`src/design/cache_pkg.sv`:
```
package cache_pkg;

  // byte address and the pieces carved from it
  localparam int addr_bits = 32;
  localparam int line_bits = 29;
  localparam int half_bits = 32;

  typedef logic [addr_bits-1:0] addr_t;

  // line number is addr[31:3]; addr[2] picks the half
  typedef logic [line_bits-1:0] line_t;

  typedef logic [half_bits-1:0] half_t;

  // one cache line; whole dword for memory and fill data,
  // two halves when a store merges into it
  typedef union packed {
    logic [2*half_bits-1:0]   dword;
    logic [1:0][half_bits-1:0] half;
  } line_word_u;

  typedef enum logic {
    kind_load,
    kind_store
  } req_kind_t;

  typedef enum logic {
    mem_read,
    mem_write
  } mem_cmd_t;

endpackage

```
`src/design/mshr_pkg.sv`:
```
package mshr_pkg;

  localparam int mshr_depth = 4;

  // entry index doubles as the memory tag
  localparam int tag_bits = $clog2(mshr_depth);

  typedef logic [tag_bits-1:0] tag_t;

  typedef enum logic [1:0] {
    st_free,
    st_waiting,
    st_issued,
    st_done
  } entry_state_t;

  // what the intake asks the queue to do with a miss
  localparam logic [1:0] op_alloc    = 2'd0;
  localparam logic [1:0] op_merge    = 2'd1;
  localparam logic [1:0] op_coalesce = 2'd2;

endpackage

```
`src/design/fill_stage.sv`:
```
`timescale 1ns/1ps

module fill_stage
  import cache_pkg::*;
(
  input  logic        clock,
  input  logic        reset,
  input  logic        done_valid,
  output logic        done_ready,
  input  addr_t       done_addr,
  input  logic [63:0] done_data,
  input  logic        done_dirty,
  output logic        fill_valid,
  input  logic        fill_ready,
  output addr_t       fill_addr,
  output logic [63:0] fill_data,
  output logic        fill_dirty
);

  addr_t       slot_addr  [2];
  logic [63:0] slot_data  [2];
  logic        slot_dirty [2];

  logic [1:0] count;
  logic       wr_ptr;
  logic       rd_ptr;
  logic       push;
  logic       pop;

  assign done_ready = (count != 2'd2);
  assign fill_valid = (count != 2'd0);
  assign push       = done_valid && done_ready;
  assign pop        = fill_valid && fill_ready;

  assign fill_addr  = slot_addr[rd_ptr];
  assign fill_data  = slot_data[rd_ptr];
  assign fill_dirty = slot_dirty[rd_ptr];

  always_ff @(posedge clock) begin
    if (reset) begin
      count  <= 2'd0;
      wr_ptr <= 1'b0;
      rd_ptr <= 1'b0;
    end else begin
      if (push) wr_ptr <= !wr_ptr;
      if (pop)  rd_ptr <= !rd_ptr;
      count <= count + {1'b0, push} - {1'b0, pop};
    end
  end

  always_ff @(posedge clock) begin
    if (push) begin
      slot_addr[wr_ptr]  <= done_addr;
      slot_data[wr_ptr]  <= done_data;
      slot_dirty[wr_ptr] <= done_dirty;
    end
  end

  a_fill_hold: assert property (@(posedge clock) disable iff (reset)
    fill_valid && !fill_ready |=> fill_valid && $stable(fill_data) && $stable(fill_addr));

endmodule

```
`src/design/miss_intake.sv`:
```
`timescale 1ns/1ps

module miss_intake
  import cache_pkg::*;
  import mshr_pkg::*;
(
  input  logic      clock,
  input  logic      reset,
  input  logic      req_valid,
  output logic      req_ready,
  input  addr_t     req_addr,
  input  req_kind_t req_kind,
  input  half_t     req_data,
  output line_t     look_line,
  input  logic      look_hit,
  input  tag_t      look_tag,
  output logic      act_valid,
  input  logic      act_ready,
  output logic [1:0] act_op,
  output req_kind_t act_kind,
  output addr_t     act_addr,
  output half_t     act_data,
  output tag_t      act_tag
);

  logic      held_valid;
  addr_t     held_addr;
  req_kind_t held_kind;
  half_t     held_data;
  logic      act_fire;

  assign act_fire  = act_valid && act_ready;
  assign req_ready = !held_valid || act_fire;

  // valid bit of the holding register
  always_ff @(posedge clock) begin
    if (reset) begin
      held_valid <= 1'b0;
    end else if (req_ready) begin
      held_valid <= req_valid;
    end
  end

  always_ff @(posedge clock) begin
    if (req_valid && req_ready) begin
      held_addr <= req_addr;
      held_kind <= req_kind;
      held_data <= req_data;
    end
  end

  assign look_line = held_addr[31:3];

  // hit on a pending load: loads ride along, stores fold in
  always_comb begin
    if (!look_hit) begin
      act_op = op_alloc;
    end else if (held_kind == kind_load) begin
      act_op = op_coalesce;
    end else begin
      act_op = op_merge;
    end
  end

  assign act_valid = held_valid;
  assign act_kind  = held_kind;
  assign act_addr  = held_addr;
  assign act_data  = held_data;
  assign act_tag   = look_tag;

  a_act_hold: assert property (@(posedge clock) disable iff (reset)
    act_valid && !act_ready |=> act_valid && $stable(act_addr) &&
                                $stable(act_kind) && $stable(act_data));

endmodule

```
`src/design/mshr_queue.sv`:
```
`timescale 1ns/1ps

module mshr_queue
  import cache_pkg::*;
  import mshr_pkg::*;
(
  input  logic        clock,
  input  logic        reset,
  input  line_t       look_line,
  output logic        look_hit,
  output tag_t        look_tag,
  input  logic        act_valid,
  output logic        act_ready,
  input  logic [1:0]  act_op,
  input  req_kind_t   act_kind,
  input  addr_t       act_addr,
  input  half_t       act_data,
  input  tag_t        act_tag,
  output logic        mem_cmd_valid,
  input  logic        mem_cmd_ready,
  output mem_cmd_t    mem_cmd,
  output addr_t       mem_addr,
  output half_t       mem_wdata,
  output tag_t        mem_tag,
  input  logic        mem_rsp_valid,
  input  tag_t        mem_rsp_tag,
  input  logic [63:0] mem_rsp_data,
  output logic        done_valid,
  input  logic        done_ready,
  output addr_t       done_addr,
  output logic [63:0] done_data,
  output logic        done_dirty
);

  entry_state_t ent_state [mshr_depth];
  req_kind_t    ent_kind  [mshr_depth];
  addr_t        ent_addr  [mshr_depth];
  line_word_u   ent_data  [mshr_depth];
  logic [1:0]   ent_mask  [mshr_depth];

  tag_t alloc_ptr;
  tag_t issue_ptr;
  tag_t retire_ptr;
  // live window from retire_ptr up to alloc_ptr, freed writes included
  logic [tag_bits:0] used;

  logic       alloc_fire;
  logic       merge_fire;
  logic       issue_fire;
  logic       retire_fire;
  logic       skip_fire;
  logic       retire_step;
  line_word_u issue_word;
  line_word_u rsp_word;

  // only an alloc can stall
  assign act_ready  = (act_op != op_alloc) || (used != mshr_depth);
  assign alloc_fire = act_valid && act_ready && (act_op == op_alloc);
  assign merge_fire = act_valid && (act_op == op_merge);

  // oldest unissued entry drives the command port
  assign issue_word    = ent_data[issue_ptr];
  assign mem_cmd_valid = (ent_state[issue_ptr] == st_waiting);
  assign mem_cmd       = (ent_kind[issue_ptr] == kind_store) ? mem_write : mem_read;
  assign mem_addr      = ent_addr[issue_ptr];
  assign mem_wdata     = issue_word.half[ent_addr[issue_ptr][2]];
  assign mem_tag       = issue_ptr;
  assign issue_fire    = mem_cmd_valid && mem_cmd_ready;

  assign rsp_word.dword = mem_rsp_data;

  // in-order retirement, freed write entries are stepped over
  assign done_valid  = (used != '0) && (ent_state[retire_ptr] == st_done);
  assign done_addr   = {ent_addr[retire_ptr][31:3], 3'b000};
  assign done_data   = ent_data[retire_ptr].dword;
  assign done_dirty  = |ent_mask[retire_ptr];
  assign retire_fire = done_valid && done_ready;
  assign skip_fire   = (used != '0) && (ent_state[retire_ptr] == st_free);
  assign retire_step = retire_fire || skip_fire;

  // line lookup over pending loads, ignoring one that leaves this edge
  always_comb begin
    look_hit = 1'b0;
    look_tag = '0;
    for (int i = 0; i < mshr_depth; i++) begin
      if (ent_state[i] != st_free && ent_kind[i] == kind_load &&
          ent_addr[i][31:3] == look_line &&
          !(retire_fire && retire_ptr == tag_t'(i))) begin
        look_hit = 1'b1;
        look_tag = tag_t'(i);
      end
    end
  end

  always_ff @(posedge clock) begin
    if (reset) begin
      for (int i = 0; i < mshr_depth; i++) begin
        ent_state[i] <= st_free;
      end
      alloc_ptr  <= '0;
      issue_ptr  <= '0;
      retire_ptr <= '0;
      used       <= '0;
    end else begin
      if (alloc_fire) begin
        ent_state[alloc_ptr] <= st_waiting;
        alloc_ptr <= alloc_ptr + 1'b1;
      end
      // writes are finished once memory takes them
      if (issue_fire) begin
        ent_state[issue_ptr] <= (ent_kind[issue_ptr] == kind_store) ? st_free : st_issued;
        issue_ptr <= issue_ptr + 1'b1;
      end
      if (mem_rsp_valid && ent_state[mem_rsp_tag] == st_issued) begin
        ent_state[mem_rsp_tag] <= st_done;
      end
      if (retire_step) begin
        if (retire_fire) begin
          ent_state[retire_ptr] <= st_free;
        end
        retire_ptr <= retire_ptr + 1'b1;
      end
      case ({alloc_fire, retire_step})
        2'b10:   used <= used + 1'b1;
        2'b01:   used <= used - 1'b1;
        default: used <= used;
      endcase
    end
  end

  always_ff @(posedge clock) begin
    if (alloc_fire) begin
      ent_kind[alloc_ptr] <= act_kind;
      ent_addr[alloc_ptr] <= act_addr;
      ent_mask[alloc_ptr] <= 2'b00;
      ent_data[alloc_ptr].half[act_addr[2]] <= act_data;
    end
    // memory fills only the halves no store has claimed
    if (mem_rsp_valid) begin
      for (int h = 0; h < 2; h++) begin
        if (!ent_mask[mem_rsp_tag][h]) begin
          ent_data[mem_rsp_tag].half[h] <= rsp_word.half[h];
        end
      end
    end
    // after the response, so a merge on the same edge wins
    if (merge_fire) begin
      ent_data[act_tag].half[act_addr[2]] <= act_data;
      ent_mask[act_tag][act_addr[2]] <= 1'b1;
    end
  end

  a_rsp_issued: assert property (@(posedge clock) disable iff (reset)
    mem_rsp_valid |-> ent_state[mem_rsp_tag] == st_issued);

  // occupancy count and entry states must agree on the free slot
  a_alloc_free: assert property (@(posedge clock) disable iff (reset)
    alloc_fire |-> ent_state[alloc_ptr] == st_free);

endmodule

```
`src/design/mshr_top.sv`:
```
`timescale 1ns/1ps

module mshr_top
  import cache_pkg::*;
(
  input  logic        clock,
  input  logic        reset,
  input  logic        req_valid,
  output logic        req_ready,
  input  addr_t       req_addr,
  input  req_kind_t   req_kind,
  input  half_t       req_data,
  output logic        mem_cmd_valid,
  input  logic        mem_cmd_ready,
  output mem_cmd_t    mem_cmd,
  output addr_t       mem_addr,
  output half_t       mem_wdata,
  output logic [1:0]  mem_tag,
  input  logic        mem_rsp_valid,
  input  logic [1:0]  mem_rsp_tag,
  input  logic [63:0] mem_rsp_data,
  output logic        fill_valid,
  input  logic        fill_ready,
  output addr_t       fill_addr,
  output logic [63:0] fill_data,
  output logic        fill_dirty
);

  // intake to queue
  line_t      look_line;
  logic       look_hit;
  logic [1:0] look_tag;
  logic       act_valid;
  logic       act_ready;
  logic [1:0] act_op;
  req_kind_t  act_kind;
  addr_t      act_addr;
  half_t      act_data;
  logic [1:0] act_tag;

  // queue to fill stage
  logic        done_valid;
  logic        done_ready;
  addr_t       done_addr;
  logic [63:0] done_data;
  logic        done_dirty;

  miss_intake intake0 (
    .clock     (clock),
    .reset     (reset),
    .req_valid (req_valid),
    .req_ready (req_ready),
    .req_addr  (req_addr),
    .req_kind  (req_kind),
    .req_data  (req_data),
    .look_line (look_line),
    .look_hit  (look_hit),
    .look_tag  (look_tag),
    .act_valid (act_valid),
    .act_ready (act_ready),
    .act_op    (act_op),
    .act_kind  (act_kind),
    .act_addr  (act_addr),
    .act_data  (act_data),
    .act_tag   (act_tag)
  );

  mshr_queue queue0 (
    .clock         (clock),
    .reset         (reset),
    .look_line     (look_line),
    .look_hit      (look_hit),
    .look_tag      (look_tag),
    .act_valid     (act_valid),
    .act_ready     (act_ready),
    .act_op        (act_op),
    .act_kind      (act_kind),
    .act_addr      (act_addr),
    .act_data      (act_data),
    .act_tag       (act_tag),
    .mem_cmd_valid (mem_cmd_valid),
    .mem_cmd_ready (mem_cmd_ready),
    .mem_cmd       (mem_cmd),
    .mem_addr      (mem_addr),
    .mem_wdata     (mem_wdata),
    .mem_tag       (mem_tag),
    .mem_rsp_valid (mem_rsp_valid),
    .mem_rsp_tag   (mem_rsp_tag),
    .mem_rsp_data  (mem_rsp_data),
    .done_valid    (done_valid),
    .done_ready    (done_ready),
    .done_addr     (done_addr),
    .done_data     (done_data),
    .done_dirty    (done_dirty)
  );

  fill_stage fill0 (
    .clock      (clock),
    .reset      (reset),
    .done_valid (done_valid),
    .done_ready (done_ready),
    .done_addr  (done_addr),
    .done_data  (done_data),
    .done_dirty (done_dirty),
    .fill_valid (fill_valid),
    .fill_ready (fill_ready),
    .fill_addr  (fill_addr),
    .fill_data  (fill_data),
    .fill_dirty (fill_dirty)
  );

endmodule

```
`config.mk`:
```
export PLATFORM = sky130hd
export DESIGN_NAME = mshr_top
export DESIGN_NICKNAME = d
export VERILOG_FILES = /design/src/design/cache_pkg.sv /design/src/design/mshr_pkg.sv /design/src/design/fill_stage.sv /design/src/design/miss_intake.sv /design/src/design/mshr_queue.sv /design/src/design/mshr_top.sv
export SDC_FILE = /design/constraint.sdc
export NUM_CORES = 1
export LEC_CHECK = 0
export BUFFER_PORTS_ARGS = -buffer_cell sky130_fd_sc_hd__buf_4
export CAP_MARGIN = 20
export CORE_ASPECT_RATIO = 0.8
export CORE_MARGIN = 5
export CORE_UTILIZATION = 40
export CTS_CLUSTER_SIZE = 14
export DETAILED_ROUTE_END_ITERATION = 12
export GPL_ROUTABILITY_DRIVEN = 0
export SYNTH_ARGS = -nofsm -noshare
export SYNTH_HDL_FRONTEND = slang
export SYNTH_HIERARCHICAL = 1
export SYNTH_SLANG_ARGS = --single-unit
export TNS_END_PERCENT = 1
```
`constraint.sdc`:
```
create_clock -name clock -period 6.8 [get_ports clock]
set_input_delay 0.68 -clock clock [delete_from_list [all_inputs] [get_ports clock]]
set_output_delay 0.68 -clock clock [all_outputs]
set_load 0.02 [all_outputs]
```
==> results of run 1 <==
placed cells by master, fill, tap and decap left out, drive strengths merged, types with 7 or more instances in the layout:
cell type / instances
mux2: 385
ha: 14
mux4: 195
buf: 341
nor2: 35
nand4: 10
a211o: 10
nor2b: 11
inv: 16
o21ai: 17
clkbuf: 93
and2: 10
nor3: 7
xor2: 119
and3: 7
a31oi: 8
nand2: 18
dfxtp: 27
edfxtp: 655
a21oi: 9
clkinv: 31
nor4: 29
cell families after synthesis:
family | Yosys count
DFF | 682
muxes | 581
buffers and inverters | 148
and+or+nand+nor | 142
xor gates and xnor gates | 124
AOI/OAI and AO/OA | 64
adders and majority gates | 15
other | 1
through the flow:
stage	cells	hold slack [ps]	area [µm²]
finish	3192	235	38400
detailed placement	3058	495	36000
floorplan	1759	459	32700
global route	3192	206	38400
global placement	3055	480	35900
CTS	3189	195	38300
path summary, 6_finish.rpt:
| path | from | end | slack (ps) | cells after the start |
|---|---|---|---|---|
| setup / recovery | flop | queue0/ent_data[2][40] | 1610 | 12 |
| hold / removal | req_data[7] | intake0/act_data[7] | 240 | 1 |
| setup reg to reg | flop | queue0/ent_data[2][40] | 1610 | 12 |
| hold reg to reg | intake0/act_addr[0] | queue0/ent_addr[0][0] | 510 | 0 |
power breakdown:
part / switching [mW] / internal [mW]
registers: 0.246 / 4.96
clock network: 1.65 / 2.34
logic: 0.995 / 0.934
per-layer routing:
metal	wire, µm	vias to the layer above
met5	34	-
met4	1690	6
met3	6300	98
met2	43700	656
met1	38700	9429
li1	-	7661
worst max-delay path: stages (launching register included):
cell	delay [ps]
dfxtp_4	730
mux4_2	630
o311a_1	230
and2_0	330
a211o_1	360
nand4_1	110
and2_1	140
and3b_1	580
a41oi_1	200
and2_1	260
nand2_2	580
buf_4	390
mux2_2	380
area by class of cell:
type	count	area share, %
Timing Repair Buffer	341	6.85
Multi-Input combinational cell	929	30.5
Antenna cell	2	0.0130
Clock inverter	38	0.796
Sequential cell	682	52.7
Tap cell	1092	3.56
Inverter	15	0.153
Clock buffer	93	5.39
state kept, by name, indices dropped and copies added (netlist names), named ones only:
register           count
intake0/act_addr      32
queue0/retire_ptr      2
queue0/alloc_ptr       2
queue0/used            3
intake0/act_kind       1
queue0/ent_data      256
fill0/count            2
queue0/ent_mask        8
queue0/ent_addr      128
queue0/mem_tag         2
queue0/ent_state       8
fill0/slot_dirty       2
fill0/slot_addr       64
intake0/act_valid      1
queue0/ent_kind        4
fill0/slot_data      128
intake0/act_data      32
fill0/rd_ptr           1
fill0/wr_ptr           1
==> key figures, run 1 <==
Min path
  – Min-Delay Path Class: primary input to flop

Logic synthesis
  – Syn. warnings: 6
  – Post-Syn Instances: 1757
  – Simple-gate share of the synthesized area: 2.46%
  – Most common cell in the netlist: edfxtp_1
  – Post-synthesis mux area share: 27.7%
  – Xor and xnor area share after synthesis: 3.32%
  – Seq/Total Area, Yosys: 61.7%
  – Post-synth top area share: 60.1%
  – Cell taking the most area after synthesis: edfxtp_1
  – EDFF count, synth: 655
  – Distinct cells, synth: 60
  – Main combinational cell family by area after synthesis: multiplexers
  – Ys flop type: edfxtp_1
  – #FFs+latches synth: 682
  – Avg Inst Size Synth: 18.6 µm²
  – Synth area leaders: edfxtp_1 (60%), mux4_2 (13%), mux2_2 (10%), mux2_4 (4.0%), xor2_1 (3.2%)
  – Complex-gate fraction of the synthesized area: 1.35%
  – Most common library cells after synthesis: edfxtp_1 (655), mux2_2 (297), mux4_2 (195), xor2_1 (119), mux2_4 (88)
  – Async set or reset register ratio after synthesis: 0%
  – Mapped Area: 32700 µm²
  – Synth Area in Adders: 0.596%

GRT
  – Largest net degree at the start of global routing: 67
  – First-pass GRT wire length: 131000 µm
  – GRT Total Usage: 20.3%
  – M2 GR Usage: 33.0%
  – Vias in the first global route: 18600
  – Initial antenna violation count: 7
  – Global routing's busiest layer: met2
  – GRT met1 Usage: 28.2%
  – GRT overflow: 0
  – M3 GR Usage: 4.48%

STA
  – Final Setup Violations: 0
  – Setup ws final: 1610 ps
  – Crit path time final: 5190 ps
  – Worst Tran Pin Value: 1190 ps
  – RSZ-0062 raised after global routing: no
  – Setup Skew: 23.3 ps
  – Tcrit/Tclk final: 76.3%
  – Fmax: 193 MHz
  – Final Hold Viols: 0
  – Max-slew headroom: 20.5%
  – Slew Viols, Final: 0
  – Setup TNS: 0 ps

Detailed routing
  – DRT iter0 DRCs: 1404
  – Vias post-DR: 17900
  – Routed Antenna Nets: 0
  – Drt drc: 0
  – Final WL: 90400 µm
  – DR vias/cell: 5.59
  – TritonRoute pass-1 iters: 7
  – Drt wl/cell: 28.3 µm

Power
  – VDD IR-drop max: 0.184 mV
  – PD cells: 290 nW/µm²
  – Total chip power: 11.1 mW
  – Lkg Pwr: 13.0 nW

Place
  – Post-DP HPWL: 59000 µm
  – IO Port Bufs: 303
  – Post-Place Setup Slack: 1640 ps

Final layout
  – Layout cell share with drive strength beyond 1: 50.4%
  – Final Net Count: 2195
  – Synthesis-to-finish area growth: 17.2%
  – Number of fill cells: 6824
  – Multi-input gate area: 11700 µm²
  – Final Util: 47.4%
  – FF+latch area: 20200 µm²

Setup path
  – Worst endpoint required time: 7160 ps
  – CP max FO: 32
  – CP Data Arrival Time: 5550 ps
  – Crit Path Class: flop to flop
  – CP startpoint kind: flop
  – CP Capture Type: flop

Floorplan
  – Die W: 330 µm
  – Rows: 93
  – Boundary Pins: 304
  – Initial Util: 40.5%
  – Core Region: 80900 µm²
  – Total die area: 87700 µm²
  – Die Height: 266 µm

Clock tree
  – H-tree levels: 3
  – Postcts setup bufs: 0
  – Number of buffers created by CTS: 74
  – Deepest clock path buffer count: 3
  – # hold bufs at CTS: 0
  – Clk sinks: 682
  – Worst-Skew Late Latency: 620 ps
  – # resized after CTS: 0
  – Worst-path clk slew: 60 ps
  – CTS tree: done
  – Root Driver: clkbuf_16

Job
  – Max cap viols: 0

Run status
  – Status: finished clean
(Power assumes the default switching activity.)
==> inputs of run 2 (changes only) <==
- clock period: 6.8 -> 5.4 ns (I/O delays scaled with it)
==> run 2 against run 1 <==
  * Worst setup slack got worse by 890 ps
  * First-iteration DRC count rose by 18%
  * Global-route usage hardly changed
  * Wire length increased by 1.1%
  * Non-clock buffer count is 15 higher
  * Via count up 0.19%
==> key figures, run 2 (same netlist as run 1, synthesis figures left out) <==
STA
  – Fmax: 214 MHz
  – Crit path time final: 4680 ps
  – Final Hold Viols: 0
  – Slew Viols, Final: 0
  – Setup Skew: 32.8 ps
  – Final Setup Violations: 0
  – Setup ws final: 723 ps
  – Worst Tran Pin Value: 1130 ps
  – Tcrit/Tclk final: 86.6%
  – RSZ-0062 raised after global routing: no
  – Max-slew headroom: 24.9%

GRT
  – Largest net degree at the start of global routing: 98
  – Initial antenna violation count: 10
  – GRT Total Usage: 20.3%
  – GRT overflow: 0
  – Vias in the first global route: 18600
  – First-pass GRT wire length: 131000 µm

Final layout
  – Final Net Count: 2209
  – Commonest non-fill, non-tap cell in the layout: edfxtp_1
  – Number of fill cells: 6834
  – Multi-input gate area: 11700 µm²
  – Final Util: 47.6%
  – FF+latch area: 20200 µm²
  – Max FFs per register: 256
  – Synthesis-to-finish area growth: 17.6%
  – Layout cell share with drive strength beyond 1: 50.6%
  – Commonest cells after routing, fill and taps aside: edfxtp_1 (655), buf_4 (346), mux2_2 (297)
  – Finished Layout Cells: 3211

Detailed routing
  – DRT iter0 DRCs: 1651
  – Routed Antenna Nets: 0
  – Vias post-DR: 17900
  – Drt drc: 0
  – TritonRoute pass-1 iters: 5
  – DR vias/cell: 5.57
  – Final WL: 91300 µm
  – Drt wl/cell: 28.4 µm

Min path
  – Hold path start: req_data[25]
  – Min-Delay Path Class: primary input to flop

Floorplan
  – Total die area: 87700 µm²
  – Rows: 93
  – Initial Util: 40.5%
  – Die W: 330 µm
  – Die Height: 266 µm
  – Boundary Pins: 304
  – Core Region: 80900 µm²

Place
  – IO Port Bufs: 303
  – Post-Place Setup Slack: 763 ps
  – Placed Cells: 3073
  – Post-DP HPWL: 60300 µm

Clock tree
  – Worst-path clk slew: 60 ps
  – Worst-Skew Late Latency: 630 ps
  – H-tree levels: 3
  – Root Driver: clkbuf_16
  – Postcts setup bufs: 0
  – Number of buffers created by CTS: 73
  – Deepest clock path buffer count: 3
  – # resized after CTS: 0
  – Clk sinks: 682
  – # hold bufs at CTS: 0
  – CTS tree: done

Setup path
  – CP max FO: 19
  – CP startpoint kind: flop
  – R2r startpoint: intake0/act_addr[9]
  – CP Data Arrival Time: 5000 ps
  – Critical path origin: intake0/act_addr[9]
  – Crit Path Class: flop to flop
  – CP Capture Type: flop
  – Worst endpoint required time: 5720 ps

Power
  – VDD IR-drop max: 0.227 mV
  – Lkg Pwr: 13.0 nW
  – Total chip power: 13.9 mW
  – PD cells: 361 nW/µm²

Run status
  – Status: finished clean

Job
  – Max cap viols: 0
-- run 2: path summary, 6_finish.rpt --
kind / end / slack, ps / cells after the start
setup / recovery: queue0/ent_data[2][40] / 720 / 12
hold / removal: intake0/act_data[25] / 90 / 1
setup reg to reg: queue0/ent_data[2][40] / 720 / 12
hold reg to reg: queue0/ent_addr[2][0] / 480 / 0
-- run 2: power by group --
group | internal (mW) | switching [mW] | total, mW
clock | 2.83 | 2.08 | 4.91
combinational | 1.18 | 1.33 | 2.52
sequential | 6.25 | 0.218 | 6.47
total | 10.3 | 3.63 | 13.9
-- run 2: area by class of cell --
type                            count  area share [%]
Multi-Input combinational cell    929            30.4
Timing Repair Buffer              356            7.29
Sequential cell                   682            52.6
Clock buffer                       93            5.13
Tap cell                         1092            3.55
Clock inverter                     38           0.845
Inverter                           15           0.153
Antenna cell                        6          0.0390
-- run 2: per-stage QoR --
step | instance area [µm²] | hold WS, ps | setup TNS, ps
after floorplan | 32700 | 459 | -60250
after global placement | 36100 | 477 | 0
after detailed placement | 36100 | 489 | 0
after CTS | 38400 | 48.9 | 0
after global routing | 38500 | 55.1 | 0
final | 38500 | 85.9 | 0
-- run 2: critical path, cell delays in order (launching register included) --
cell,delay [ps]
edfxtp_1,520
xor2_1,230
nor4_1,740
nand4_1,210
a211o_1,340
nand4_1,120
and2_1,150
and3b_1,360
buf_4,250
o21ai_0,100
buf_4,210
o21ai_4,860
buf_4,290
-- run 2: metal layers --
layer | vias up | wire length [µm] | global-route usage (%)
met5 | - | 40 | 0
met4 | 6 | 1920 | 5.18
met1 | 9407 | 39200 | 28.3
met3 | 111 | 7140 | 5.52
li1 | 7696 | - | -
met2 | 664 | 43100 | 32.0
